[src/common/io_pkg.sv]
package io_pkg;

	// ========================================
	// channel words
	// ========================================

	localparam int data_w = 32;
	localparam int chan_w = 3;

	// push channels
	localparam logic [chan_w-1:0] ch_hex = 3'd0;
	localparam logic [chan_w-1:0] ch_led = 3'd1;
	localparam logic [chan_w-1:0] ch_palette = 3'd2;
	localparam logic [chan_w-1:0] ch_pixel = 3'd3;
	localparam logic [chan_w-1:0] ch_uart_tx = 3'd4;

	// pop channels
	localparam logic [chan_w-1:0] ch_uart = 3'd0;
	localparam logic [chan_w-1:0] ch_timer = 3'd1;

	// ========================================
	// board timing
	// ========================================

	// clocks per serial bit, same for both directions
	localparam int baud_div = 16;

	// video counts are in clocks along a line and in lines down a frame
	localparam int line_clks = 1600;
	localparam int hsync_clks = 192;
	localparam int frame_lines = 525;
	localparam int vsync_lines = 2;
	localparam int active_x_first = 285;
	localparam int active_x_last = 1565;
	localparam int active_y_first = 35;
	localparam int active_y_last = 514;

	localparam int fifo_aw = 8;

	// one push word seen by the panel as four digit slots and by the video
	// side as a palette command
	typedef union packed {
		// slot n holds segments in [7:1] and its load bit in [0]
		logic [3:0][7:0] hex;
		struct packed {
			logic [23:0] rgb;
			logic we;
			logic restart;
			logic [1:0] rsvd;
			logic [3:0] index;
		} pal;
	} io_word_t;

endpackage

[src/uart/uart_rx.sv]
`timescale 1ns/1ps

module uart_rx (
	input  logic clk,
	input  logic arst_n,
	input  logic uart_in,
	input  logic rx_clr,
	output logic rx_valid,
	output logic [7:0] rx_byte
);
	import io_pkg::*;

	logic [1:0] sync_q;
	logic line;
	logic line_prev;
	logic fall;
	logic busy;
	logic [$clog2(baud_div)-1:0] tick_cnt;
	logic [3:0] bit_idx;
	logic sample;
	logic stop_ok;
	logic [7:0] data_q;

	assign line = sync_q[1];
	assign fall = line_prev && !line;

	always_ff @(posedge clk or negedge arst_n) begin
		if (!arst_n) begin
			sync_q <= '1;
			line_prev <= 1'b1;
		end else begin
			sync_q <= {sync_q[0], uart_in};
			line_prev <= line;
		end
	end

	// ========================================
	// bit timing
	// ========================================

	// bit 0 is the start bit, 1 to 8 carry data and 9 is the stop bit
	assign sample = busy && int'(tick_cnt) == baud_div / 2;
	assign stop_ok = sample && bit_idx == 4'd9 && line;

	always_ff @(posedge clk or negedge arst_n) begin
		if (!arst_n) begin
			busy <= 1'b0;
			tick_cnt <= '0;
			bit_idx <= '0;
		end else if (!busy) begin
			if (fall) begin
				busy <= 1'b1;
				tick_cnt <= '0;
				bit_idx <= '0;
			end
		end else begin
			if (int'(tick_cnt) == baud_div - 1) begin
				tick_cnt <= '0;
			end else begin
				tick_cnt <= tick_cnt + 1'b1;
			end
			if (sample) begin
				bit_idx <= bit_idx + 1'b1;
				// a start bit that is high again by mid-bit was a glitch
				if ((bit_idx == 4'd0 && line) || bit_idx == 4'd9) begin
					busy <= 1'b0;
				end
			end
		end
	end

	always_ff @(posedge clk) begin
		if (sample && bit_idx >= 4'd1 && bit_idx <= 4'd8) begin
			data_q <= {line, data_q[7:1]};
		end
		if (stop_ok) begin
			rx_byte <= data_q;
		end
	end

	// a new byte wins over a clear in the same clock
	always_ff @(posedge clk or negedge arst_n) begin
		if (!arst_n) begin
			rx_valid <= 1'b0;
		end else if (stop_ok) begin
			rx_valid <= 1'b1;
		end else if (rx_clr) begin
			rx_valid <= 1'b0;
		end
	end

endmodule

[config.mk]
export PLATFORM = sky130hd
export DESIGN_NAME = uart_rx
export DESIGN_NICKNAME = d
export VERILOG_FILES = /design/src/common/io_pkg.sv /design/src/uart/uart_rx.sv
export SDC_FILE = /design/constraint.sdc
export NUM_CORES = 1
export LEC_CHECK = 0
export ABC_AREA = 1
export BUFFER_PORTS_ARGS = -buffer_cell sky130_fd_sc_hd__buf_4
export CORE_ASPECT_RATIO = 1.1
export CORE_MARGIN = 2
export CORE_UTILIZATION = 60
export CTS_BUF_LIST = sky130_fd_sc_hd__clkbuf_8 sky130_fd_sc_hd__clkbuf_16
export CTS_CLUSTER_DIAMETER = 60
export CTS_CLUSTER_SIZE = 25
export DETAILED_ROUTE_END_ITERATION = 12
export GPL_ROUTABILITY_DRIVEN = 1
export HOLD_SLACK_MARGIN = 0.08
export PLACE_DENSITY = 0.77
export SYNTH_ARGS = -nofsm -noshare
export SYNTH_HDL_FRONTEND = slang
export SYNTH_SLANG_ARGS = --single-unit
[constraint.sdc]
create_clock -name clk -period 3.2 [get_ports clk]
set_input_delay 0.16 -clock clk [delete_from_list [all_inputs] [get_ports clk]]
set_output_delay 0.16 -clock clk [all_outputs]
set_load 0.01 [all_outputs]
# Word-level counts from Yosys, hierarchy flattened
# Cells that the tools add are included.
# totals
ff_bits,29
input_bits,4
out_inout_bits,9
word_cells,40
# op_classes
addsub,2
n_lt_le_gt_ge,2
eq_ne,4
n_mux,11
reduce_logical,13
# ops
operator,n
$mux W4,5
$add A4 B1 Y4 const B,2
$eq A4 B4 Y1 const B,2
$logic_and A1 B1 Y1,7
$mux W1,6
$eq A4 B1 Y1 const B,1
$ge A4 B1 Y1 const B,1
$le A4 B4 Y1 const B,1
$logic_not A4 Y1,1
$reduce_bool A2 Y1,2
$ne A2 B1 Y1 const B,1
$reduce_and A2 Y1,1
$logic_not A1 Y1,1
$logic_or A1 B1 Y1,1

# Depth between registers and ports, before layout
# depth
word_depth,6
depth_mapped,7
depth_no_buf,7

# Least setup slack after synthesis
# No wires, ideal clock.
# synth_timing
path_type,reg2reg
startpoint,register tick_cnt[0]
endpoint,register rx_byte[0] (enable)
arrival_time_ns,1.325
required_time_ns,2.830
slack_ns,1.505
stages_incl_launch_ff,7
n_path_buf,0
period_less_slack_ns,1.695
cell_sequence,dfrtp_1 > inv_1 > ha_1 > nand2_2 > nor2_8 > nand2_4 > nor2_1
# synth_via
elab_chain_len,4
# synth_lines
element,line,text
from (decl),uart_rx.sv:18,logic [$clog2(baud_div)-1:0] tick_cnt;
from (signal assigned),uart_rx.sv:60,tick_cnt <= tick_cnt + 1'b1;
$eq A4 B4 Y1,uart_rx.sv:42,assign sample = busy && int'(tick_cnt) == baud_div / 2;
$logic_and A1 B1 Y1,uart_rx.sv:42,
$logic_and A1 B1 Y1 (2 in series),uart_rx.sv:43,assign stop_ok = sample && bit_idx == 4'd9 && line;
named net stop_ok,uart_rx.sv:21,logic stop_ok;
to (signal assigned),uart_rx.sv:77,rx_byte <= data_q;
to (decl),uart_rx.sv:9,output logic [7:0] rx_byte
# The timed path passes the listed nets, and every way through them passes these cells.
# A chain may end at the register's enable or synchronous reset.

# Worst setup path after layout
# layout_timing
startpoint,register bit_idx[1]
endpoint,register rx_byte[6] (enable)
# layout_via
elab_chain_len,3
# layout_lines
element,line,text
from (decl),uart_rx.sv:19,logic [3:0] bit_idx;
from (signal assigned),uart_rx.sv:63,bit_idx <= bit_idx + 1'b1;
$eq A4 B4 Y1,uart_rx.sv:43,
$logic_and A1 B1 Y1 (2 in series),uart_rx.sv:43,
named net stop_ok,uart_rx.sv:21,
# The timed path passes the listed nets, and every way through them passes these cells.

==> results.json <==
{
  "status": "complete, no violations",
  "dpl.cell_count": 134,
  "clk_path_buf_depth": 2,
  "grt_max_degree": 14,
  "drc": 0,
  "drive_gt1_share_pct": 25.4,
  "finalCritPeriodShare_pct": 58.6,
  "ios": 13,
  "endpoint_kind": "register",
  "hold_path.class": "input port to asynchronous set/reset pin",
  "cts_num_sinks": 29,
  "grt_usage_pct": 21.1,
  "clk_pin_slew_ns": 0.06,
  "timing.critical_path.cells": "inv_1 > ha_1 > nand2_1 > nor2_1 > nand2_4 > nor2_1",
  "final.min_clock_period_ns": 1.88,
  "ant_nets": 0,
  "worstSkewPairLatency_ns": 0.28,
  "seq_area_frac_synth_pct": 68.2,
  "power_leakage_nw": 0.659,
  "place_hpwl_um": 1360,
  "viasPerCell": 5.10,
  "portBuffers": 12,
  "nFillCells": 110,
  "fin_nets": 126,
  "syn_area_um2": 1190,
  "ys_warn_count": 0,
  "cts_buffers": 5,
  "r2r_start": "bit_idx[1]",
  "instances_no_fill": 145,
  "slew_violations": 0,
  "crit_arrival_ns": 1.79,
  "grt_pass1_wl_um": 3220,
  "design_power_total_mw": 1.17,
  "worst-path-max-fanout": 8,
  "row_count": 16,
  "insertedDiodeCount": 0,
  "critPathMaxStageDelay_ns": 0.45,
  "root_buffer": "clkbuf_8",
  "synthCells": 95,
  "die_height_um": 50.6,
  "synth.avg_cell_area_um2": 12.5,
  "crit_slowest_cell": "nor2_1",
  "slew_headroom_pct": 61.6,
  "area_delta_synth_final_pct": 22.3,
  "vias": 740,
  "coreArea_um2": 1820,
  "avgRoutedWirePerCell_um": 13.1,
  "syn_nets": 104,
  "totalNegativeSetupSlack_ns": 0,
  "synth.largest_area_cell": "edfxtp_1",
  "power.density_nw_per_um2": 808,
  "h-tree-depth": 2,
  "crit_start": "bit_idx[1]",
  "cp_common_cell": "nor2_1",
  "grt_pass1_vias": 761,
  "die_area_um2": 2350,
  "yosysUniqueCellTypes": 22,
  "clock.fmax_ghz": 0.533,
  "initial_utilization_pct": 65.1,
  "antenna_found_initial": 0,
  "crit_required_ns": 3.12,
  "rsz0062_at_grt": "no",
  "worst_clock_skew_ns": 0.00296,
  "synthTopCellsByArea": "edfxtp_1 (41%), dfrtp_1 (21%), dfstp_2 (6.6%)",
  "first_pass_iters": 4,
  "cts_tree": "done",
  "place_congestion": 0.728,
  "die_w_um": 46.4,
  "ir_drop_v": 0.000516,
  "wirelength_um": 1900,
  "drtIter0Drc": 8,
  "grt-ovfl-total": 0,
  "synth_seq_cells": 29,
  "hold_violations": 0,
  "cts_resized": 0,
  "worst_slew_pin_slew_ns": 0.574,
  "start_kind": "register",
  "synth_top_cell_area_share_pct": 40.5,
  "drv_cap": 0,
  "setup_viol": 0,
  "critical_path_class": "register to register",
  "timing.hold.ws_ns": 0.255,
  "cts_setup_buffers": 0
}
through the flow:
stage | cell area, um^2 | utilization (%) | setup slack, ns
5_1_grt | 1450 | 79.6 | 1.21
3_3_place_gp | 1310 | 71.9 | 1.40
3_5_place_dp | 1310 | 71.9 | 1.33
6_report | 1450 | 79.6 | 1.32
2_1_floorplan | 1190 | - | 1.50
4_1_cts | 1450 | 79.6 | 1.32
worst paths after layout:
check                         endpoint  slack (ns)  cells after the start
setup / recovery            rx_byte[6]        1.32                      6
hold / removal             tick_cnt[0]        0.25                      2
setup reg to reg            rx_byte[6]        1.32                      6
hold reg to reg              sync_q[1]        0.36                      0
max in group asynchronous    line_prev        2.71                      2
min in group clk             sync_q[1]        0.36                      0
cell usage in the layout, fill, tap and decap left out, drive strengths merged:
| cell | Yosys | final |
|---|---|---|
| a21oi | 3 | 3 |
| buf | 0 | 12 |
| bufinv | 0 | 1 |
| clkbuf | 0 | 5 |
| clkinv | 0 | 1 |
| clkinvlp | 0 | 1 |
| dfrtp | 10 | 10 |
| dfstp | 3 | 3 |
| dlygate4sd3 | 0 | 3 |
| edfxtp | 16 | 16 |
| ha | 5 | 5 |
| inv | 11 | 11 |
| nand2 | 19 | 19 |
| nand3 | 8 | 8 |
| nand4 | 2 | 2 |
| nor2 | 9 | 9 |
| nor3 | 1 | 1 |
| o21ai | 5 | 5 |
| o22ai | 2 | 2 |
| xor2 | 1 | 1 |
cells in the mapped netlist:
cell and number:
a21oi_1 1, a21oi_2 2, dfrtp_1 10, dfstp_2 3, edfxtp_1 16, ha_1 5
inv_1 11, nand2_1 17, nand2_2 1, nand2_4 1, nand3_1 7, nand3_2 1
nand4_1 2, nor2_1 8, nor2_8 1, nor3_1 1, o21ai_0 2, o21ai_1 2
o21ai_2 1, o22ai_1 1, o22ai_2 1, xor2_1 1
power by group:
| group | switching [mW] | leakage, nW | internal (mW) |
|---|---|---|---|
| combinational | 0.169 | 0.310 | 0.0986 |
| clock | 0.137 | 0.0518 | 0.229 |
| sequential | 0.0676 | 0.297 | 0.470 |
flip-flops by register name, indices dropped and copies added (netlist names):
name	count
bit_idx	4
tick_cnt	4
sync_q	2
busy	1
data_q	8
rx_byte	8
rx_valid	1
line_prev	1
critical path: cells and delay by family (launching register included):
family	cells	cell delay [ns]
buffers and inverters	1	0.12
adder cells (fa/ha/maj)	1	0.22
AND/OR/NAND/NOR	4	0.77
flip-flops	1	0.39
layer usage:
layer | vias to the layer above | share of wire [%] | GRT usage [%]
met2 | 26 | 51 | 34.5
met4 | 0 | 4.5 | 17.1
met3 | 10 | 5.2 | 6.47
li1 | 364 | - | -
met5 | - | 0 | 0
met1 | 340 | 39 | 20.7
cell type report:
| class | instances | area, um^2 | share of cell area (%) |
|---|---|---|---|
| Clock buffer | 5 | 68.8 | 4.75 |
| Sequential cell | 29 | 810 | 55.8 |
| Clock inverter | 3 | 41.3 | 2.85 |
| Inverter | 11 | 41.3 | 2.85 |
| Multi-Input combinational cell | 55 | 335 | 23.1 |
| Tap cell | 27 | 33.8 | 2.33 |
| Timing Repair Buffer | 15 | 120 | 8.28 |
kinds of logic after synthesis:
kind of cell	Yosys count	share of synthesized area (%)
fa+ha+maj	5	5.27
flops	29	68.2
buf+inv	11	3.48
simple gates	39	16.3
compound gates	10	5.91
xor+xnor	1	0.739
timing repair:
item	CTS	global route
hold buffers	3	0
endpoints found under the setup margin	0	0
endpoints found under the hold margin	15	0
Power figures use the tool's default switching activity.
