**src/common/io_pkg.sv**
```systemverilog
package io_pkg;

	// ========================================
	// channel words
	// ========================================

	localparam int data_w = 32;
	localparam int chan_w = 3;

	// push channels
	localparam logic [chan_w-1:0] ch_hex = 3'd0;
	localparam logic [chan_w-1:0] ch_led = 3'd1;
	localparam logic [chan_w-1:0] ch_palette = 3'd2;
	localparam logic [chan_w-1:0] ch_pixel = 3'd3;
	localparam logic [chan_w-1:0] ch_uart_tx = 3'd4;

	// pop channels
	localparam logic [chan_w-1:0] ch_uart = 3'd0;
	localparam logic [chan_w-1:0] ch_timer = 3'd1;

	// ========================================
	// board timing
	// ========================================

	// clocks per serial bit, same for both directions
	localparam int baud_div = 16;

	// video counts are in clocks along a line and in lines down a frame
	localparam int line_clks = 1600;
	localparam int hsync_clks = 192;
	localparam int frame_lines = 525;
	localparam int vsync_lines = 2;
	localparam int active_x_first = 285;
	localparam int active_x_last = 1565;
	localparam int active_y_first = 35;
	localparam int active_y_last = 514;

	localparam int fifo_aw = 8;

	// one push word seen by the panel as four digit slots and by the video
	// side as a palette command
	typedef union packed {
		// slot n holds segments in [7:1] and its load bit in [0]
		logic [3:0][7:0] hex;
		struct packed {
			logic [23:0] rgb;
			logic we;
			logic restart;
			logic [1:0] rsvd;
			logic [3:0] index;
		} pal;
	} io_word_t;

endpackage

```
**src/video/video_pixel.sv**
```systemverilog
`timescale 1ns/1ps

module video_pixel (
	input  logic clk,
	input  logic arst_n,
	input  logic pal_we,
	input  io_pkg::io_word_t push_data,
	input  logic pix_fetch,
	input  logic pix_step,
	input  logic de_next,
	input  logic [io_pkg::data_w-1:0] fifo_word,
	input  logic fifo_empty,
	output logic [7:0] vid_r,
	output logic [7:0] vid_g,
	output logic [7:0] vid_b,
	output logic vid_de
);
	import io_pkg::*;

	logic [23:0] palette [16];
	logic load_q;
	logic hit_q;
	logic [data_w-1:0] shift_q;

	always_ff @(posedge clk) begin
		if (pal_we) begin
			palette[push_data.pal.index] <= push_data.pal.rgb;
		end
	end

	// the FIFO word arrives one clock after the fetch
	always_ff @(posedge clk or negedge arst_n) begin
		if (!arst_n) begin
			load_q <= 1'b0;
			hit_q <= 1'b0;
		end else begin
			load_q <= pix_fetch;
			hit_q <= pix_fetch && !fifo_empty;
		end
	end

	// eight nibbles per word, most significant first, two clocks each
	always_ff @(posedge clk) begin
		if (load_q) begin
			shift_q <= hit_q ? fifo_word : '0;
		end else if (pix_step) begin
			shift_q <= {shift_q[data_w-5:0], 4'h0};
		end
		if (pix_step) begin
			{vid_r, vid_g, vid_b} <= palette[shift_q[data_w-1 -: 4]];
		end
	end

	always_ff @(posedge clk or negedge arst_n) begin
		if (!arst_n) begin
			vid_de <= 1'b0;
		end else if (pix_step) begin
			vid_de <= de_next;
		end
	end

endmodule

```
**config.mk**
```make
export PLATFORM = sky130hd
export DESIGN_NAME = video_pixel
export DESIGN_NICKNAME = d
export VERILOG_FILES = /design/src/common/io_pkg.sv /design/src/video/video_pixel.sv
export SDC_FILE = /design/constraint.sdc
export NUM_CORES = 1
export LEC_CHECK = 0
export BUFFER_PORTS_ARGS = -buffer_cell sky130_fd_sc_hd__buf_2
export CAP_MARGIN = 20
export CORE_ASPECT_RATIO = 0.8
export CORE_MARGIN = 3
export CORE_UTILIZATION = 54
export DETAILED_ROUTE_END_ITERATION = 16
export HOLD_SLACK_MARGIN = 0.05
export PLACE_DENSITY = 0.72
export SYNTH_ARGS = -nofsm -noshare
export SYNTH_HDL_FRONTEND = slang
export SYNTH_SLANG_ARGS = --single-unit
```
**constraint.sdc**
```tcl
create_clock -name clk -period 3.6 [get_ports clk]
set_input_delay 0.72 -clock clk [delete_from_list [all_inputs] [get_ports clk]]
set_output_delay 0.72 -clock clk [all_outputs]
set_load 0.02 [all_outputs]
```
### Word-level counts from Yosys, hierarchy flattened

Memories as Yosys holds them, arrays and structs flattened. A register that Yosys moved wholly into a read port is not among the register bits.
Index checks and enable logic that the tools add are counted.

| word-level totals | value |
|---|---|
| bits in registers | 35 |
| RAM bits | 384 |
| input port bits | 71 |
| output and inout bits | 25 |
| word-level logic and storage cells | 13 |
| memories kept | 1 |

| operators by class | value |
|---|---|
| muxes and demuxes | 5 |
| reduce and logical (&&, ||, !) cells | 3 |

Memory list:

| memory | depth | width | rd ports | clocked after memory_dff | write ports | line | RTL |
|---|---|---|---|---|---|---|---|
| palette | 16 | 24 | 1 | 1 | 1 | video_pixel.sv:20 | `logic [23:0] palette [16];` |

Operator list:

| operator | count |
|---|---|
| $mux W32 | 3 |
| $mux W1 | 2 |
| $reduce_bool A2 Y1 | 1 |
| $logic_and A1 B1 Y1 | 1 |
| $logic_not A1 Y1 | 1 |

### Logic depth before layout (Yosys ltp)

Gate-level depths: netlist of the first run.

| depth | value |
|---|---|
| depth in word-level cells | 2 |
| gate-level depth with buffers | 6 |
| mapped depth without buffers | 3 |

### Least setup slack after synthesis of the first run

Ideal clock, no wire load.

| path | value |
|---|---|
| path kind | input-to-reg |
| start | in push_data[2] in the netlist's numbering |
| end | mem palette[0][0] (enable) |
| library setup time | 435 ps |
| arrival time | 2902 ps |
| data required time | 3165 ps |
| setup slack | 263 ps |
| stages | 2 |
| buffers on the path | 0 |
| cell sequence | or3b_2 nor3_1 |

RTL lines:

| item | line | RTL |
|---|---|---|
| from (decl) | video_pixel.sv:7 | `input io_pkg::io_word_t push_data,` |
| to (decl) | video_pixel.sv:20 |  |

Straight into the memory's write port.

==> flow_metrics.env, run 1 <==
export IMPL_postPlaceCellArea_mm2=0.01775
export IMPL_final_common_cell="edfxtp_1"
export IMPL_drtAntennaViolNets=0
export IMPL_die_y_um=163.0
export IMPL_ys_seq_elements=443
export IMPL_multi_input_area_mm2=0.003164
export IMPL_syn_inst=769
export IMPL_critical_path_required_ns=3.87
export IMPL_p_per_area_mw_per_mm2=567.8
export IMPL_cts_tree="done"
export IMPL_grt_max_degree=97
export IMPL_cts_sinks=443
export IMPL_antenna_found_initial=1
export IMPL_routed_wl_um=32100
export IMPL_post_dp_hpwl_um=16770
export IMPL_synth_edf_count=440
export IMPL_ios=96
export IMPL_synth_compound_area_share_pct=3.008
export IMPL_power_leakage_uw=0.006196
export IMPL_vias=7681
export IMPL_synth_top_family_by_area="multiplexers"
export IMPL_rows=56
export IMPL_core_mm2=0.02985
export IMPL_instances_no_fill=1324
export IMPL_timing_fmax_ghz=0.4423
export IMPL_hold_viol=0
export IMPL_syn_area_per_cell_um2=21.63
export IMPL_synth_simple_gate_area_share_pct=2.241
export IMPL_vias_per_cell=5.801
export IMPL_yosys_area_share_adder_pct=0
export IMPL_ir_drop_v=0.0004633
export IMPL_grt_pass1_wl_um=48800
export IMPL_drc=0
export IMPL_area_sequential_mm2=0.01329
export IMPL_track_usage_pct=20.05
export IMPL_final_cell_mix="edfxtp_1 (440), mux4_2 (96), buf_2 (91)"
export IMPL_synth_flop_cell="edfxtp_1"
export IMPL_ys_seq_area_share_pct=79.87
export IMPL_fillerInstances=2020
export IMPL_gp_congestion=0.7679
export IMPL_synth_distinct_cells=21
export IMPL_wl_per_cell_um=24.24
export IMPL_drtIter0Drc=712
export IMPL_async_flop_share_pct=0.6772
export IMPL_port_buffers=91
export IMPL_first_global_vias=7941
export IMPL_synth_warnings=0
export IMPL_layout_drive_gt1_share_pct=31.08
export IMPL_maxCapViolCount=0
export IMPL_netlist_area_mm2=0.01664
export IMPL_gr_total_overflow=0
export IMPL_firstDrtPassIters=5
export IMPL_critPathArrivalTime_ns=2.53
export IMPL_fp_dieArea_mm2=0.03296
export IMPL_tightest_slew_ns=0.9757
export IMPL_cts_setup_buffers=0
export IMPL_area_growth_pct=14.37
export IMPL_post_route_util_pct=63.75
export IMPL_synth_nets=840
export IMPL_htreeDepth=2
export IMPL_fin_ws_ns=1.339
export IMPL_fin_crit_ns=2.261
export IMPL_start_util_pct=55.73
export IMPL_critical_path_class="flop to flop"
export IMPL_dp_cells=1252
export IMPL_cp_max_fo=27
export IMPL_cts_root_buf="clkbuf_16"
export IMPL_numCtsBuffers=41
export IMPL_die_x_um=202.2
export IMPL_drv_slew=0
export IMPL_relSlewSlack_pct=34.80
export IMPL_synth_xor_area_share_pct=0
export IMPL_clk_pin_slew_worst_paths_ns=0.06
export IMPL_fin_nets=961
export IMPL_start_kind="flop"
export IMPL_muxShareOfSynthArea_pct=13.06
export IMPL_dp_slack_ns=1.115
export IMPL_grt_setup_unrepaired="no"
export IMPL_outcome="finished clean"
export IMPL_skew_ns=0.01797
export IMPL_tns_ns=0
export IMPL_clk_path_buf_depth=3
export IMPL_hp_class="input pin to flop"
export IMPL_cp_end_kind="flop"
export IMPL_finalCritPeriodShare_pct=62.81
export IMPL_setup_viol=0
export IMPL_final_area_mm2=0.01903
export IMPL_clock_latency_ns=0.54
-- synthesized netlist by cell type (2+ instances only) --
library cell,instances,area [um2]
nand3b_1,2,15.01
edfxtp_1,440,13210
nand3_1,2,10.01
buf_2,10,50.05
nor3_1,4,20.02
mux4_2,96,2162
nand2_1,52,195.2
and3_1,4,25.02
a22oi_1,48,360.4
nor2_1,13,48.80
nand2b_1,2,12.51
o21ai_0,28,140.1
and2_1,2,12.51
clkbuf_1,24,90.09
buf_6,5,56.30
dfrtp_1,3,75.07
inv_1,28,105.1
nor2b_1,3,18.77
-- final timing paths --
check	startpoint	slack, ns	cells after the start	to
setup / recovery	shift_q[28]	1.34	4	vid_g[6]
hold / removal	pix_fetch	0.30	1	load_q
setup reg to reg	shift_q[28]	1.34	4	vid_g[6]
hold reg to reg	vid_de	0.51	1	vid_de
max in group asynchronous	arst_n	3.00	2	vid_de
min in group asynchronous	arst_n	0.49	2	hit_q
-- report_power, final --
group          switching (uW)  internal (uW)  total [uW]
clock network            1730           2390        4120
registers                42.4           5860        5900
logic                     456            330         786
total                    2220           8580       10800
-- kinds of logic after synthesis --
logic type / Yosys count
buffers and inverters: 67
AO/OA/AOI/OAI: 76
flip-flops: 443
multiplexers: 97
AND/OR/NAND/NOR: 86
-- critical path, stage by stage (launching register included) --
cell	delay, ns
edfxtp_1	0.49
buf_4	0.52
mux4_2	0.58
a22oi_1	0.30
nand2_1	0.09
-- state kept, by name, summed over array words and instances (netlist names) --
name / count
vid_de: 1
load_q: 1
vid_r: 8
shift_q: 32
vid_g: 8
vid_b: 8
palette: 384
hit_q: 1
-- area by class of cell --
type | instances | area share, %
multi-input cells | 259 | 16.63
diodes | 1 | 0.01315
flip-flops and latches | 443 | 69.84
clock inverters | 16 | 0.7957
repair buffers | 117 | 3.630
inverters | 28 | 0.5524
clock buffers | 54 | 5.872
well taps | 406 | 2.670
-- stage by stage --
stage / total power (uW) / hold slack [ns]
2_1_floorplan: 6514 / 0.4244
3_3_place_gp: 6784 / 0.4858
3_5_place_dp: 6805 / 0.4956
4_1_cts: 10910 / 0.2650
5_1_grt: 11190 / 0.2769
6_report: 10800 / 0.2961
-- metal layers --
metal  GRT usage [%]  routed length [um]  vias to the layer above
li1                -                   -                     3401
met1           28.84               13640                     3953
met2           32.55               15900                      269
met3           3.197                1838                       56
met4           6.169                 701                        2
met5               0                  11                        -
-- repair_timing --
item,CTS,global route
hold buffers,1,0
gates resized for setup,0,0
endpoints found under the setup margin,0,0
hold endpoints to repair,3,0
No activity file was read; power rests on OpenSTA's default activity.
==> run 2: changes to the inputs <==
==> constraint.sdc (replaced) <==
create_clock -name clk -period 2.4 [get_ports clk]
set_input_delay 0.48 -clock clk [delete_from_list [all_inputs] [get_ports clk]]
set_output_delay 0.48 -clock clk [all_outputs]
set_load 0.02 [all_outputs]
==> flow_metrics.env, run 2 (same netlist as run 1, synthesis figures left out) <==
export IMPL_crit_path_cell_trace="buf_12 > mux4_2 > a22oi_1 > nand2_1"
export IMPL_final_common_cell="edfxtp_1"
export IMPL_critical_path_required_ns=2.68
export IMPL_drc=0
export IMPL_vias=7829
export IMPL_clk_path_buf_depth=3
export IMPL_cp_end_kind="flop"
export IMPL_multi_input_area_mm2=0.003189
export IMPL_clk_pin_slew_worst_paths_ns=0.06
export IMPL_vias_per_cell=5.869
export IMPL_fp_dieArea_mm2=0.03296
export IMPL_die_y_um=163.0
export IMPL_final_area_mm2=0.01930
export IMPL_maxCapViolCount=0
export IMPL_worstReg2RegStart="shift_q[28]"
export IMPL_setup_viol=0
export IMPL_timing_fmax_ghz=0.4910
export IMPL_gr_total_overflow=0
export IMPL_clock_power_share_pct=37.5
export IMPL_switchingPower_uw=3399
export IMPL_critPathSlowestCell="mux4_2"
export IMPL_hold_viol=0
export IMPL_combPwrFrac_pct=7.6
export IMPL_power_leakage_uw=0.006277
export IMPL_antenna_found_initial=1
export IMPL_gp_congestion=0.6995
export IMPL_area_sequential_mm2=0.01329
export IMPL_die_x_um=202.2
export IMPL_first_global_vias=8131
export IMPL_cpPeakStageDelay_ns=0.55
export IMPL_final_cell_mix="edfxtp_1 (440), mux4_2 (96), buf_2 (91)"
export IMPL_core_mm2=0.02985
export IMPL_p_per_area_mw_per_mm2=835.4
export IMPL_drv_slew=0
export IMPL_start_kind="flop"
export IMPL_tightest_slew_ns=0.8977
export IMPL_critical_path_class="flop to flop"
export IMPL_relSlewSlack_pct=40.15
export IMPL_layout_drive_gt1_share_pct=31.25
export IMPL_dp_slack_ns=0.3604
export IMPL_switching_share_pct=21.08
export IMPL_largest_reg_flops=384
export IMPL_fin_nets=971
export IMPL_p_int_uw=12720
export IMPL_track_usage_pct=20.73
export IMPL_cts_tree="done"
export IMPL_finalCritPeriodShare_pct=84.87
export IMPL_grt_max_degree=46
export IMPL_numCtsBuffers=42
export IMPL_drtIter0Drc=645
export IMPL_n_antenna_cell=0
export IMPL_start_util_pct=55.73
export IMPL_firstDrtPassIters=5
export IMPL_ios=96
export IMPL_routed_wl_um=32690
export IMPL_holdWs_ns=0.08967
export IMPL_area_growth_pct=16.02
export IMPL_htreeDepth=2
export IMPL_ir_drop_v=0.0004677
export IMPL_cts_root_buf="clkbuf_16"
export IMPL_wl_per_cell_um=24.51
export IMPL_postPlaceCellArea_mm2=0.01806
export IMPL_largestRegisters="palette (384), shift_q (32)"
export IMPL_grt_pass1_wl_um=50590
export IMPL_hp_class="input pin to flop"
export IMPL_grt_setup_unrepaired="no"
export IMPL_port_buffers=91
export IMPL_top_register="palette"
export IMPL_cts_setup_buffers=0
export IMPL_fillerInstances=1981
export IMPL_cts_sinks=443
export IMPL_ctsResizeCount=0
export IMPL_outcome="finished clean"
export IMPL_cp_max_fo=45
export IMPL_post_dp_hpwl_um=17420
export IMPL_drtAntennaViolNets=0
export IMPL_hp_start="fifo_empty"
export IMPL_crit_path_start="shift_q[28]"
export IMPL_clock_latency_ns=0.54
export IMPL_critPathArrivalTime_ns=2.32
export IMPL_seq_power_share_pct=54.9
export IMPL_fin_ws_ns=0.3632
export IMPL_rrSetupSlack_ns=0.36
export IMPL_skew_ns=0.01250
export IMPL_fin_crit_ns=2.037
export IMPL_rows=56
==> run 2: changes by cell type in the layout (fill, tap and decap cells not counted), moves of 2 or more <==
cell	change
buf_12	+18
buf_4	-10
clkinv_2	-2
clkinv_1	-2
clkbuf_1	+7
nor3_2	-4
bufinv_16	-2
nor3_4	+4
==> run 2: path summary, 6_finish.rpt <==
path,endpoint,cells after the start
max in group asynchronous,vid_de,2
min,hit_q,2
min in group asynchronous,hit_q,2
max,vid_g[2],4
min reg2reg,vid_de,1
max reg2reg,vid_g[2],4
==> run 2: area by class of cell <==
cell class	instances	area share (%)
sequential	443	68.84
multi-input combinational	259	16.52
clock buffer	61	5.925
timing repair buffer	126	5.108
tap	406	2.632
inverter	28	0.5445
clock inverter	11	0.4214
==> run 2: repair_timing <==
action | CTS | global route
endpoints found under the setup margin | 0 | 0
hold buffers | 2 | 0
endpoints found under the hold margin | 4 | 0
==> run 2: layer usage <==
layer	track usage, %	share of wire (%)	vias up
met5	0	0.049	-
met4	5.068	1.9	2
met3	3.976	6.2	53
met2	34.55	51	256
met1	29.11	41	4087
li1	-	-	3431
==> run 2: power groups by stage <==
| stage | Sequential (uW) | Combinational, uW | Clock (uW) |
|---|---|---|---|
| 3_5_place_dp | 9020 | 1240 | 0 |
| 4_1_cts | 8850 | 1260 | 6160 |
| 3_3_place_gp | 9000 | 1220 | 0 |
| 5_1_grt | 8870 | 1340 | 6470 |
| 2_1_floorplan | 9070 | 696 | 0 |
| 6_report | 8850 | 1230 | 6040 |
==> run 2: critical path: cells and delay by family (launching register included) <==
family	cells	cell delay, ns
mux	1	0.55
flops	1	0.48
buf+inv	1	0.36
compound gates	1	0.24
simple gates	1	0.11
==> run 2: stage by stage <==
stage / TNS, ns / std cells / utilization, % / total power, uW
final: 0 / 1334 / 64.66 / 16120
after global routing: 0 / 1334 / 64.66 / 16680
after CTS: 0 / 1334 / 64.66 / 16270
after detailed placement: 0 / 1260 / 60.49 / 10260
after global placement: 0 / 1260 / 60.49 / 10230
after floorplan: -2.985 / 769 / - / 9771
