[src/common/io_pkg.sv]
package io_pkg;

	// ========================================
	// channel words
	// ========================================

	localparam int data_w = 32;
	localparam int chan_w = 3;

	// push channels
	localparam logic [chan_w-1:0] ch_hex = 3'd0;
	localparam logic [chan_w-1:0] ch_led = 3'd1;
	localparam logic [chan_w-1:0] ch_palette = 3'd2;
	localparam logic [chan_w-1:0] ch_pixel = 3'd3;
	localparam logic [chan_w-1:0] ch_uart_tx = 3'd4;

	// pop channels
	localparam logic [chan_w-1:0] ch_uart = 3'd0;
	localparam logic [chan_w-1:0] ch_timer = 3'd1;

	// ========================================
	// board timing
	// ========================================

	// clocks per serial bit, same for both directions
	localparam int baud_div = 16;

	// video counts are in clocks along a line and in lines down a frame
	localparam int line_clks = 1600;
	localparam int hsync_clks = 192;
	localparam int frame_lines = 525;
	localparam int vsync_lines = 2;
	localparam int active_x_first = 285;
	localparam int active_x_last = 1565;
	localparam int active_y_first = 35;
	localparam int active_y_last = 514;

	localparam int fifo_aw = 8;

	// one push word seen by the panel as four digit slots and by the video
	// side as a palette command
	typedef union packed {
		// slot n holds segments in [7:1] and its load bit in [0]
		logic [3:0][7:0] hex;
		struct packed {
			logic [23:0] rgb;
			logic we;
			logic restart;
			logic [1:0] rsvd;
			logic [3:0] index;
		} pal;
	} io_word_t;

endpackage

[src/video/video_timing.sv]
`timescale 1ns/1ps

module video_timing (
	input  logic clk,
	input  logic arst_n,
	input  logic frame_restart,
	output logic vid_hs,
	output logic vid_vs,
	output logic vid_clk,
	output logic pix_fetch,
	output logic pix_step,
	output logic de_next
);
	import io_pkg::*;

	logic [$clog2(line_clks)-1:0] h_cnt;
	logic [$clog2(line_clks)-1:0] h_next;
	logic [$clog2(frame_lines)-1:0] v_cnt;
	logic [$clog2(frame_lines)-1:0] v_next;
	logic line_end;
	logic frame_end;
	logic x_on;
	logic y_on;

	assign line_end = int'(h_cnt) == line_clks - 1;
	assign frame_end = int'(v_cnt) == frame_lines - 1;

	always_comb begin
		h_next = h_cnt + 1'b1;
		v_next = v_cnt;
		if (frame_restart) begin
			h_next = '0;
			v_next = '0;
		end else if (line_end) begin
			h_next = '0;
			if (frame_end) begin
				v_next = '0;
			end else begin
				v_next = v_cnt + 1'b1;
			end
		end
	end

	// syncs are registered from the next counts so they line up with them
	always_ff @(posedge clk or negedge arst_n) begin
		if (!arst_n) begin
			h_cnt <= '0;
			v_cnt <= '0;
			vid_hs <= 1'b0;
			vid_vs <= 1'b0;
		end else begin
			h_cnt <= h_next;
			v_cnt <= v_next;
			vid_hs <= int'(h_next) >= hsync_clks;
			vid_vs <= int'(v_next) >= vsync_lines;
		end
	end

	assign vid_clk = h_cnt[0];

	// ========================================
	// pixel window
	// ========================================

	assign x_on = int'(h_cnt) >= active_x_first && int'(h_cnt) < active_x_last;
	assign y_on = int'(v_cnt) >= active_y_first && int'(v_cnt) <= active_y_last;

	// fetch, shifter load and palette register each take a clock, so the
	// visible pixels trail the fetch window by two clocks
	assign pix_fetch = x_on && y_on && h_cnt[3:0] == active_x_first[3:0];
	assign pix_step = h_cnt[0];
	assign de_next = y_on && int'(h_cnt) >= active_x_first + 2
		&& int'(h_cnt) < active_x_last + 2;

	a_h_range: assert property (@(posedge clk) disable iff (!arst_n) int'(h_cnt) < line_clks)
		else $error("horizontal count ran past the line");

endmodule

[config.mk]
export PLATFORM = sky130hd
export DESIGN_NAME = video_timing
export DESIGN_NICKNAME = d
export VERILOG_FILES = /design/src/common/io_pkg.sv /design/src/video/video_timing.sv
export SDC_FILE = /design/constraint.sdc
export NUM_CORES = 1
export LEC_CHECK = 0
export ABC_AREA = 1
export BUFFER_PORTS_ARGS = -buffer_cell sky130_fd_sc_hd__buf_2
export CORE_MARGIN = 4
export CORE_UTILIZATION = 35
export CTS_BUF_LIST = sky130_fd_sc_hd__clkbuf_4
export DETAILED_ROUTE_END_ITERATION = 8
export PLACE_DENSITY = 0.54
export SLEW_MARGIN = 10
export SYNTH_ARGS = -nofsm -noshare
export SYNTH_HDL_FRONTEND = slang
export SYNTH_SLANG_ARGS = --single-unit
[constraint.sdc]
create_clock -name clk -period 1.45 [get_ports clk]
set_input_delay 0.0725 -clock clk [delete_from_list [all_inputs] [get_ports clk]]
set_output_delay 0.0725 -clock clk [all_outputs]
set_load 0.005 [all_outputs]
Word level (Yosys, flattened, before mapping)
Index checks and enable logic that the tools add are counted.
{ "totals": {"regBits": 23, "inputBits": 3, "output_inout_bits": 6} }
{ "classes": {"addsub": 2, "magnitude_cmp": 8, "eq_ne": 3, "mux": 5, "reduce_logical": 6} }
{ "op_table": {"columns": ["cell", "n"], "rows": [
  ["two-way mux 10 bit", 3],
  [">= comparator 11 x 9 -> 1 bit (second input constant)", 2],
  ["< comparator 11 bit (second input constant)", 2],
  ["two-way mux 11 bit", 2],
  ["adder 11 x 1 -> 11 bit (second input constant)", 1],
  ["== test 11 x 10 -> 1 bit (second input constant)", 1],
  [">= comparator 11 x 8 -> 1 bit (second input constant)", 1],
  ["adder 10 x 1 -> 10 bit (second input constant)", 1],
  ["== test 10 bit (second input constant)", 1],
  [">= comparator 10 x 2 -> 1 bit (second input constant)", 1],
  [">= comparator 10 x 6 -> 1 bit (second input constant)", 1],
  ["<= comparator 10 bit (second input constant)", 1],
  ["logical AND 1 bit", 6],
  ["== test 4 bit (second input constant)", 1]
]} }

Depth between registers and ports, before layout
Gate-level depths: netlist of run 1.
{ "logic_depth": {"word_depth": 5, "depth_mapped": 11, "ltp_nobuf": 11} }

Worst setup path before layout of run 1
No wires, ideal clock.
{ "synth_path": {"kind": "reg-to-reg", "startpoint": "reg h_cnt[0]", "endpoint": "reg vid_vs", "setup_time_ps": 125, "arrival_time_ps": 1479, "path_slack_ps": -154, "stages_incl_launch_ff": 11, "path_buffers": 0, "path_cell_list": "dfrtp_1 > ha_1 > nand3_4 > nor2_8 > nand2_4 > nand2_8 > nand2_2 > nand2_2 > nand2_1 > nor2_1 > nand3_1"} }
{ "synth_between": {"elab_chain_cells": 4} }
{ "synth_rtl": {"columns": ["element", "line", "text"], "rows": [
  ["from (decl)", "video_timing.sv:16", "logic [$clog2(line_clks)-1:0] h_cnt;"],
  ["from (signal assigned)", "video_timing.sv:52", "h_cnt <= h_next;"],
  ["== test 11 x 10 -> 1 bit", "video_timing.sv:25", "assign line_end = int'(h_cnt) == line_clks - 1;"],
  ["two-way mux 10 bit", "video_timing.sv:34", "end else if (line_end) begin"],
  ["two-way mux 10 bit", "video_timing.sv:31", "if (frame_restart) begin"],
  [">= comparator 10 x 2 -> 1 bit", "video_timing.sv:55", "vid_vs <= int'(v_next) >= vsync_lines;"],
  ["to (signal assigned)", "video_timing.sv:55", null],
  ["to (decl)", "video_timing.sv:8", "output logic vid_vs,"]
]} }
No other way between the ends.

Worst setup path after layout of run 1
{ "layout_path": {"startpoint": "reg v_cnt[0]", "endpoint": "out de_next"} }
{ "layout_between": {"elab_chain_cells": 4, "elab_cells_between_ends": 5} }
{ "layout_rtl": {"columns": ["element", "line", "text"], "rows": [
  ["from (decl)", "video_timing.sv:18", "logic [$clog2(frame_lines)-1:0] v_cnt;"],
  ["from (signal assigned)", "video_timing.sv:53", "v_cnt <= v_next;"],
  [">= comparator 10 x 6 -> 1 bit or <= comparator 10 bit (tied branches)", "video_timing.sv:66", "assign y_on = int'(v_cnt) >= active_y_first && int'(v_cnt) <= active_y_last;"],
  ["logical AND 1 bit *", "video_timing.sv:66", null],
  ["logical AND 1 bit *", "video_timing.sv:72", "assign de_next = y_on && int'(h_cnt) >= active_x_first + 2"],
  ["logical AND 1 bit *", "video_timing.sv:73", "&& int'(h_cnt) < active_x_last + 2;"],
  ["to (decl)", "video_timing.sv:12", "output logic de_next"]
]} }
Mark *: on every way between the ends. The rest lies on a longest branch, timed or not.

==> results of run 1 <==
-- power by group through the flow --
stage               Combinational, mW  Sequential (mW)  Clock [mW]
floorplan                      0.0364            0.672           0
global placement               0.0783            0.669           0
detailed placement             0.0791            0.669           0
CTS                            0.0993            0.659       0.341
global route                    0.120            0.660       0.362
finish                          0.108            0.659       0.330
-- path summary, 6_finish.rpt --
path	start	end	slack [ns]	cells after the start
hold / removal	arst_n	h_cnt[7]$_DFF_PN0_	0.24	2
hold reg to reg	h_cnt[4]$_DFF_PN0_	h_cnt[4]$_DFF_PN0_	0.62	2
max in group asynchronous	arst_n	v_cnt[0]$_DFF_PN0_	0.82	2
setup / recovery	v_cnt[0]$_DFF_PN0_	de_next	-0.30	7
min in group clk	frame_restart	v_cnt[6]$_DFF_PN0_	0.40	4
setup reg to reg	v_cnt[1]$_DFF_PN0_	vid_vs$_DFF_PN0_	-0.25	11
-- critical path: cells and delay by family, from the launching register on --
kind | cells | cell delay, ns
flip-flops | 1 | 0.48
AND/OR/NAND/NOR | 2 | 0.27
AO/OA/AOI/OAI | 2 | 0.26
buffers and inverters | 2 | 0.23
adder cells (fa/ha/maj) | 1 | 0.11
-- cell type report --
type                            count  area [sq um]
Multi-Input combinational cell    173          1190
Inverter                           40           156
Clock buffer                        3          22.5
Sequential cell                    23           579
Fill cell                         387          1720
Timing Repair Buffer               84           699
Clock inverter                      1          5.00
Tap cell                           52          65.1
-- registers in the layout (all words and copies together), names as in the netlist --
name    cells
v_cnt      10
h_cnt      11
vid_vs      1
vid_hs      1
-- cells in the final DEF, fill, tap and decap left out, types with 3 or more instances in the layout --
master and count:
buf_2 8, dfrtp_2 3, o21ai_1 3, clkbuf_4 3, nand3_1 17, ha_4 4, buf_4 54, a21oi_2 3
nor2_2 5, buf_6 19, dfrtp_1 20, inv_2 16, nor2_1 20, nand3_2 10, nand2_1 53, nand4_1 5
nand2_4 5, a21oi_1 3, inv_1 21, nand2_2 20, nand3_4 3, nor3_2 3
-- metrics by stage --
step / cells / TNS (ns) / util / power (mW)
3_5_place_dp: 346 / -0.479 / 0.476 / 0.748
5_1_grt: 376 / -4.53 / 0.612 / 1.14
3_3_place_gp: 346 / -0.629 / 0.476 / 0.748
6_report: 376 / -2.35 / 0.612 / 1.10
4_1_cts: 364 / -2.35 / 0.552 / 1.10
2_1_floorplan: 238 / -0.0327 / - / 0.708
-- timing repair --
action	in CTS	in global routing
buffers inserted	13	12
endpoints found under the hold margin	25	0
gates resized for setup	63	47
hold buffers	2	0
endpoints found under the setup margin	12	23
pin swaps	32	18
-- cells by family after synthesis --
kind of cell,synth area share
buf+inv,0.0998
xor+xnor,0.0161
simple gates,0.444
compound gates,0.0484
flops,0.353
fa+ha+maj,0.0384
-- per-layer routing --
layer / up-vias / wire length (um) / track usage
li1: 926 / - / -
met1: 830 / 2440 / 0.248
met2: 43 / 2190 / 0.248
met3: 4 / 199 / 0.0236
met4: 0 / 42 / 0.0380
met5: - / 0 / 0
==> results.cfg, run 1 <==
[outcome]
outcome = finished with violations
violations = setup timing

[timing]
hold_viol = 0
fmax_mhz = 573
finalCritPeriodShare = 1.20
worstMarginPinSlew_ns = 0.739
timing.final.max_slew_violations = 0
rsz0062_at_grt = yes
holdWs_ns = 0.241
clock_skew_ns = 0.00220
max-slew-margin-rel = 0.507
setup_violations = 20
fin_ws_ns = -0.295
period_minus_slack_ns = 1.75

[finish]
finish.instance_area_sq_mm = 0.00272
num_antenna_cells = 0
area_delta_synth_final_pct = 66.9
drive_above_1_share = 0.537
fin_nets = 333

[place]
place_area_sq_mm = 0.00211
dp_hpwl_um = 3300
place_congestion = 0.827
portBuffers = 8
place_ws_ns = -0.166

[floorplan]
rows = 24
dieArea_sq_mm = 0.00581
boundaryPins = 9
initial_core_util = 0.367
core-area_sq_mm = 0.00444
dieHeight_um = 76.3
die_w_um = 76.3

[logic_synthesis]
yosysUniqueCellTypes = 28
yosysMostFrequentCell = nand2_1
synth_enable_flop_cells = 0
synth_commonest_cells = nand2_1, inv_1, nand3_1, nor2_1, dfrtp_1
ys_async_sr_fraction = 1.00
ys_seq_area_frac = 0.353
yosysTopAreaCellShare = 0.353
yosys_warnings = 0
ys_ff_latch = 23
synth_area_sq_mm = 0.00163
netlist_instances = 238
avgSynthCellArea_sq_um = 6.85
synth_flop_cell = dfrtp_1
yosysTopAreaCell = dfrtp_1
yosys-top-cells-area = dfrtp_1, nand2_1, nand3_1
synthesis.nets = 246

[global_routing]
overflow = 0
grt_pass1_vias = 1747
antenna_found_initial = 0
grt_max_degree = 24
grt_usage = 0.165
grt_pass1_wl_um = 8010

[worst_setup_path]
startpoint_type = flip-flop
critPathKind = reg -> out
path_cells = inv_4, ha_4, o211ai_1, o21ai_2, nand2_1, nor3_2, buf_2
max_stage_delay_ns = 0.48
critical_path_peak_fanout = 4
worstPathArrival_ns = 1.67
required_ns = 1.38
crit_slowest_cell = dfrtp_2
cp-end-kind = primary output

[power]
power.switching_mw = 0.299
power_frac_comb = 0.098
leakage_nw = 1.45
seqPwrFrac = 0.601
p_sw_frac = 0.272
powerDensity_mw_per_mm2 = 403
ir_drop_mv = 0.305
clkPwrFrac = 0.301
p_int_mw = 0.798

[clock_network]
clockBufferDepth = 2
clk_latency_ns = 0.32
clkTransAtPathRegs_ns = 0.15
cts_buffers = 3
root_buffer = clkbuf_4
cts_tree = done
htree_levels = 1
clkSinkCount = 23

[drt]
drt_iter0_drc = 107
viasPerCell = 4.80
num_vias = 1803
drcViolationCount = 0
ant_nets = 0
dr.pass1.iters = 4
detail_route.wl_per_cell_um = 13.0
drt-total-wl_um = 4870

[worst_hold_path]
hp-class = in -> async

[job]
cap_violations = 0
Power figures use the tool's default switching activity.
==> inputs of run 2 (changes only) <==
Settings changed: PLACE_DENSITY 0.54 to 0.53.
Clock period 1.45 ns to 2.21 ns, I/O delays scaled along.
==> run 2 against run 1 <==
  * The run now ends clean
  * Clock skew rose by 0.0042 ns
  * Clock power fell by 37%
  * Sequential power fell by 34%
  * Final area fell by 35%
==> results.cfg, run 2 (synthesis gave the netlist of run 1 again) <==
[outcome]
outcome = completed

[worst_hold_path]
hp-class = in -> async

[worst_setup_path]
cp-end-kind = primary output
critPathKind = reg -> out
startpoint_type = flip-flop
reg2reg_depth = 10
critPathLaunch = v_cnt[0]$_DFF_PN0_
worstPathArrival_ns = 1.93
required_ns = 2.10
critical_path_peak_fanout = 7
r2r_start = h_cnt[0]$_DFF_PN0_

[finish]
final_cell_mix = nand2_1, inv_1, nand3_1
drive_above_1_share = 0.108
fillCellCount = 479
largest_reg_flops = 11
post-route-util = 0.401
num_antenna_cells = 0
top_register = h_cnt
area_delta_synth_final_pct = 9.21
reg_top3 = h_cnt: 11 flops, v_cnt: 10 flops
final_common_cell = nand2_1
fin_nets = 260

[global_routing]
grt_pass1_wl_um = 6510
grt_pass1_vias = 1309
antenna_found_initial = 0
grt_max_degree = 24
grt_usage = 0.138
overflow = 0

[drt]
drt-total-wl_um = 3820
drcViolationCount = 0
met2_length_um = 1600
dr.pass1.iters = 5
top_layer = met4
viasPerCell = 5.00
drt_iter0_drc = 181
met1_length_um = 2010
wl_met3_um = 177
ant_nets = 0
detail_route.wl_per_cell_um = 12.6
num_vias = 1515

[timing]
max-slew-margin-rel = 0.632
timing.final.max_slew_violations = 0
setup_tns_ns = 0
finalCritPeriodShare = 0.921
hold_viol = 0
holdWs_ns = 0.279
worstMarginPinSlew_ns = 0.551
rsz0062_at_grt = no
period_minus_slack_ns = 2.04
fmax_mhz = 491
setup_violations = 0
clock_skew_ns = 0.00638

[power]
power.switching_mw = 0.174
clkPwrFrac = 0.306
p_sw_frac = 0.255
leakage_nw = 1.08
power_frac_comb = 0.060
ir_drop_mv = 0.331
seqPwrFrac = 0.633
p_int_mw = 0.508
powerDensity_mw_per_mm2 = 383

[floorplan]
initial_core_util = 0.367
boundaryPins = 9
dieHeight_um = 76.3
die_w_um = 76.3
rows = 24
dieArea_sq_mm = 0.00581
core-area_sq_mm = 0.00444

[clock_network]
cts_buffers = 3
clkSinkCount = 23
htree_levels = 1
clkTransAtPathRegs_ns = 0.14
clockBufferDepth = 2
post_cts_resized = 0
cts_tree = done
root_buffer = clkbuf_4
clk_latency_ns = 0.32

[job]
cap_violations = 0

[place]
place_congestion = 0.834
dp_hpwl_um = 2980
portBuffers = 8
## run 2: stage by stage
step	instance area, sq um	power, mW	cells	worst slack, ns
detailed placement	1730	0.480	297	0.303
global placement	1730	0.479	297	0.354
finish	1780	0.682	303	0.174
floorplan	1630	0.462	238	0.606
CTS	1780	0.700	303	0.151
global route	1780	0.725	303	0.0290
## run 2: layer usage
| metal | vias up | global-route usage |
|---|---|---|
| met5 | - | 0 |
| met4 | 0 | 0.0326 |
| met3 | 2 | 0.0296 |
| met2 | 41 | 0.191 |
| met1 | 693 | 0.214 |
| li1 | 779 | - |
## run 2: what timing repair did
action	CTS	global route
endpoints found under the hold margin	25	0
buffers inserted	0	0
hold buffers	2	0
## run 2: power groups by stage
stage	Clock [mW]	Combinational [mW]	Sequential, mW
global placement	0	0.0393	0.440
CTS	0.225	0.0425	0.432
finish	0.209	0.0411	0.432
detailed placement	0	0.0397	0.440
floorplan	0	0.0231	0.439
global route	0.244	0.0478	0.433
## run 2: final cells by class
type | count | area, sq um | share of cell area
Timing Repair Buffer | 11 | 67.6 | 0.0379
Clock buffer | 3 | 22.5 | 0.0126
Multi-Input combinational cell | 173 | 892 | 0.501
Sequential cell | 23 | 576 | 0.323
Clock inverter | 1 | 7.51 | 0.00422
Tap cell | 52 | 65.1 | 0.0365
Inverter | 40 | 150 | 0.0843
## run 2: final timing paths
kind,slack (ns),end
setup reg to reg,0.31,vid_vs$_DFF_PN0_
setup / recovery,0.17,de_next
min in group clk,0.50,h_cnt[4]$_DFF_PN0_
hold / removal,0.28,h_cnt[0]$_DFF_PN0_
hold reg to reg,0.61,h_cnt[4]$_DFF_PN0_
max in group asynchronous,1.57,v_cnt[5]$_DFF_PN0_
## run 2: worst max-delay path: stages (launching register included)
cell      delay (ns)
dfrtp_1         0.43
buf_4           0.17
inv_1           0.11
ha_1            0.15
o211ai_1        0.08
o21ai_0         0.21
nand2_1         0.09
nor3_1          0.21
buf_2           0.15
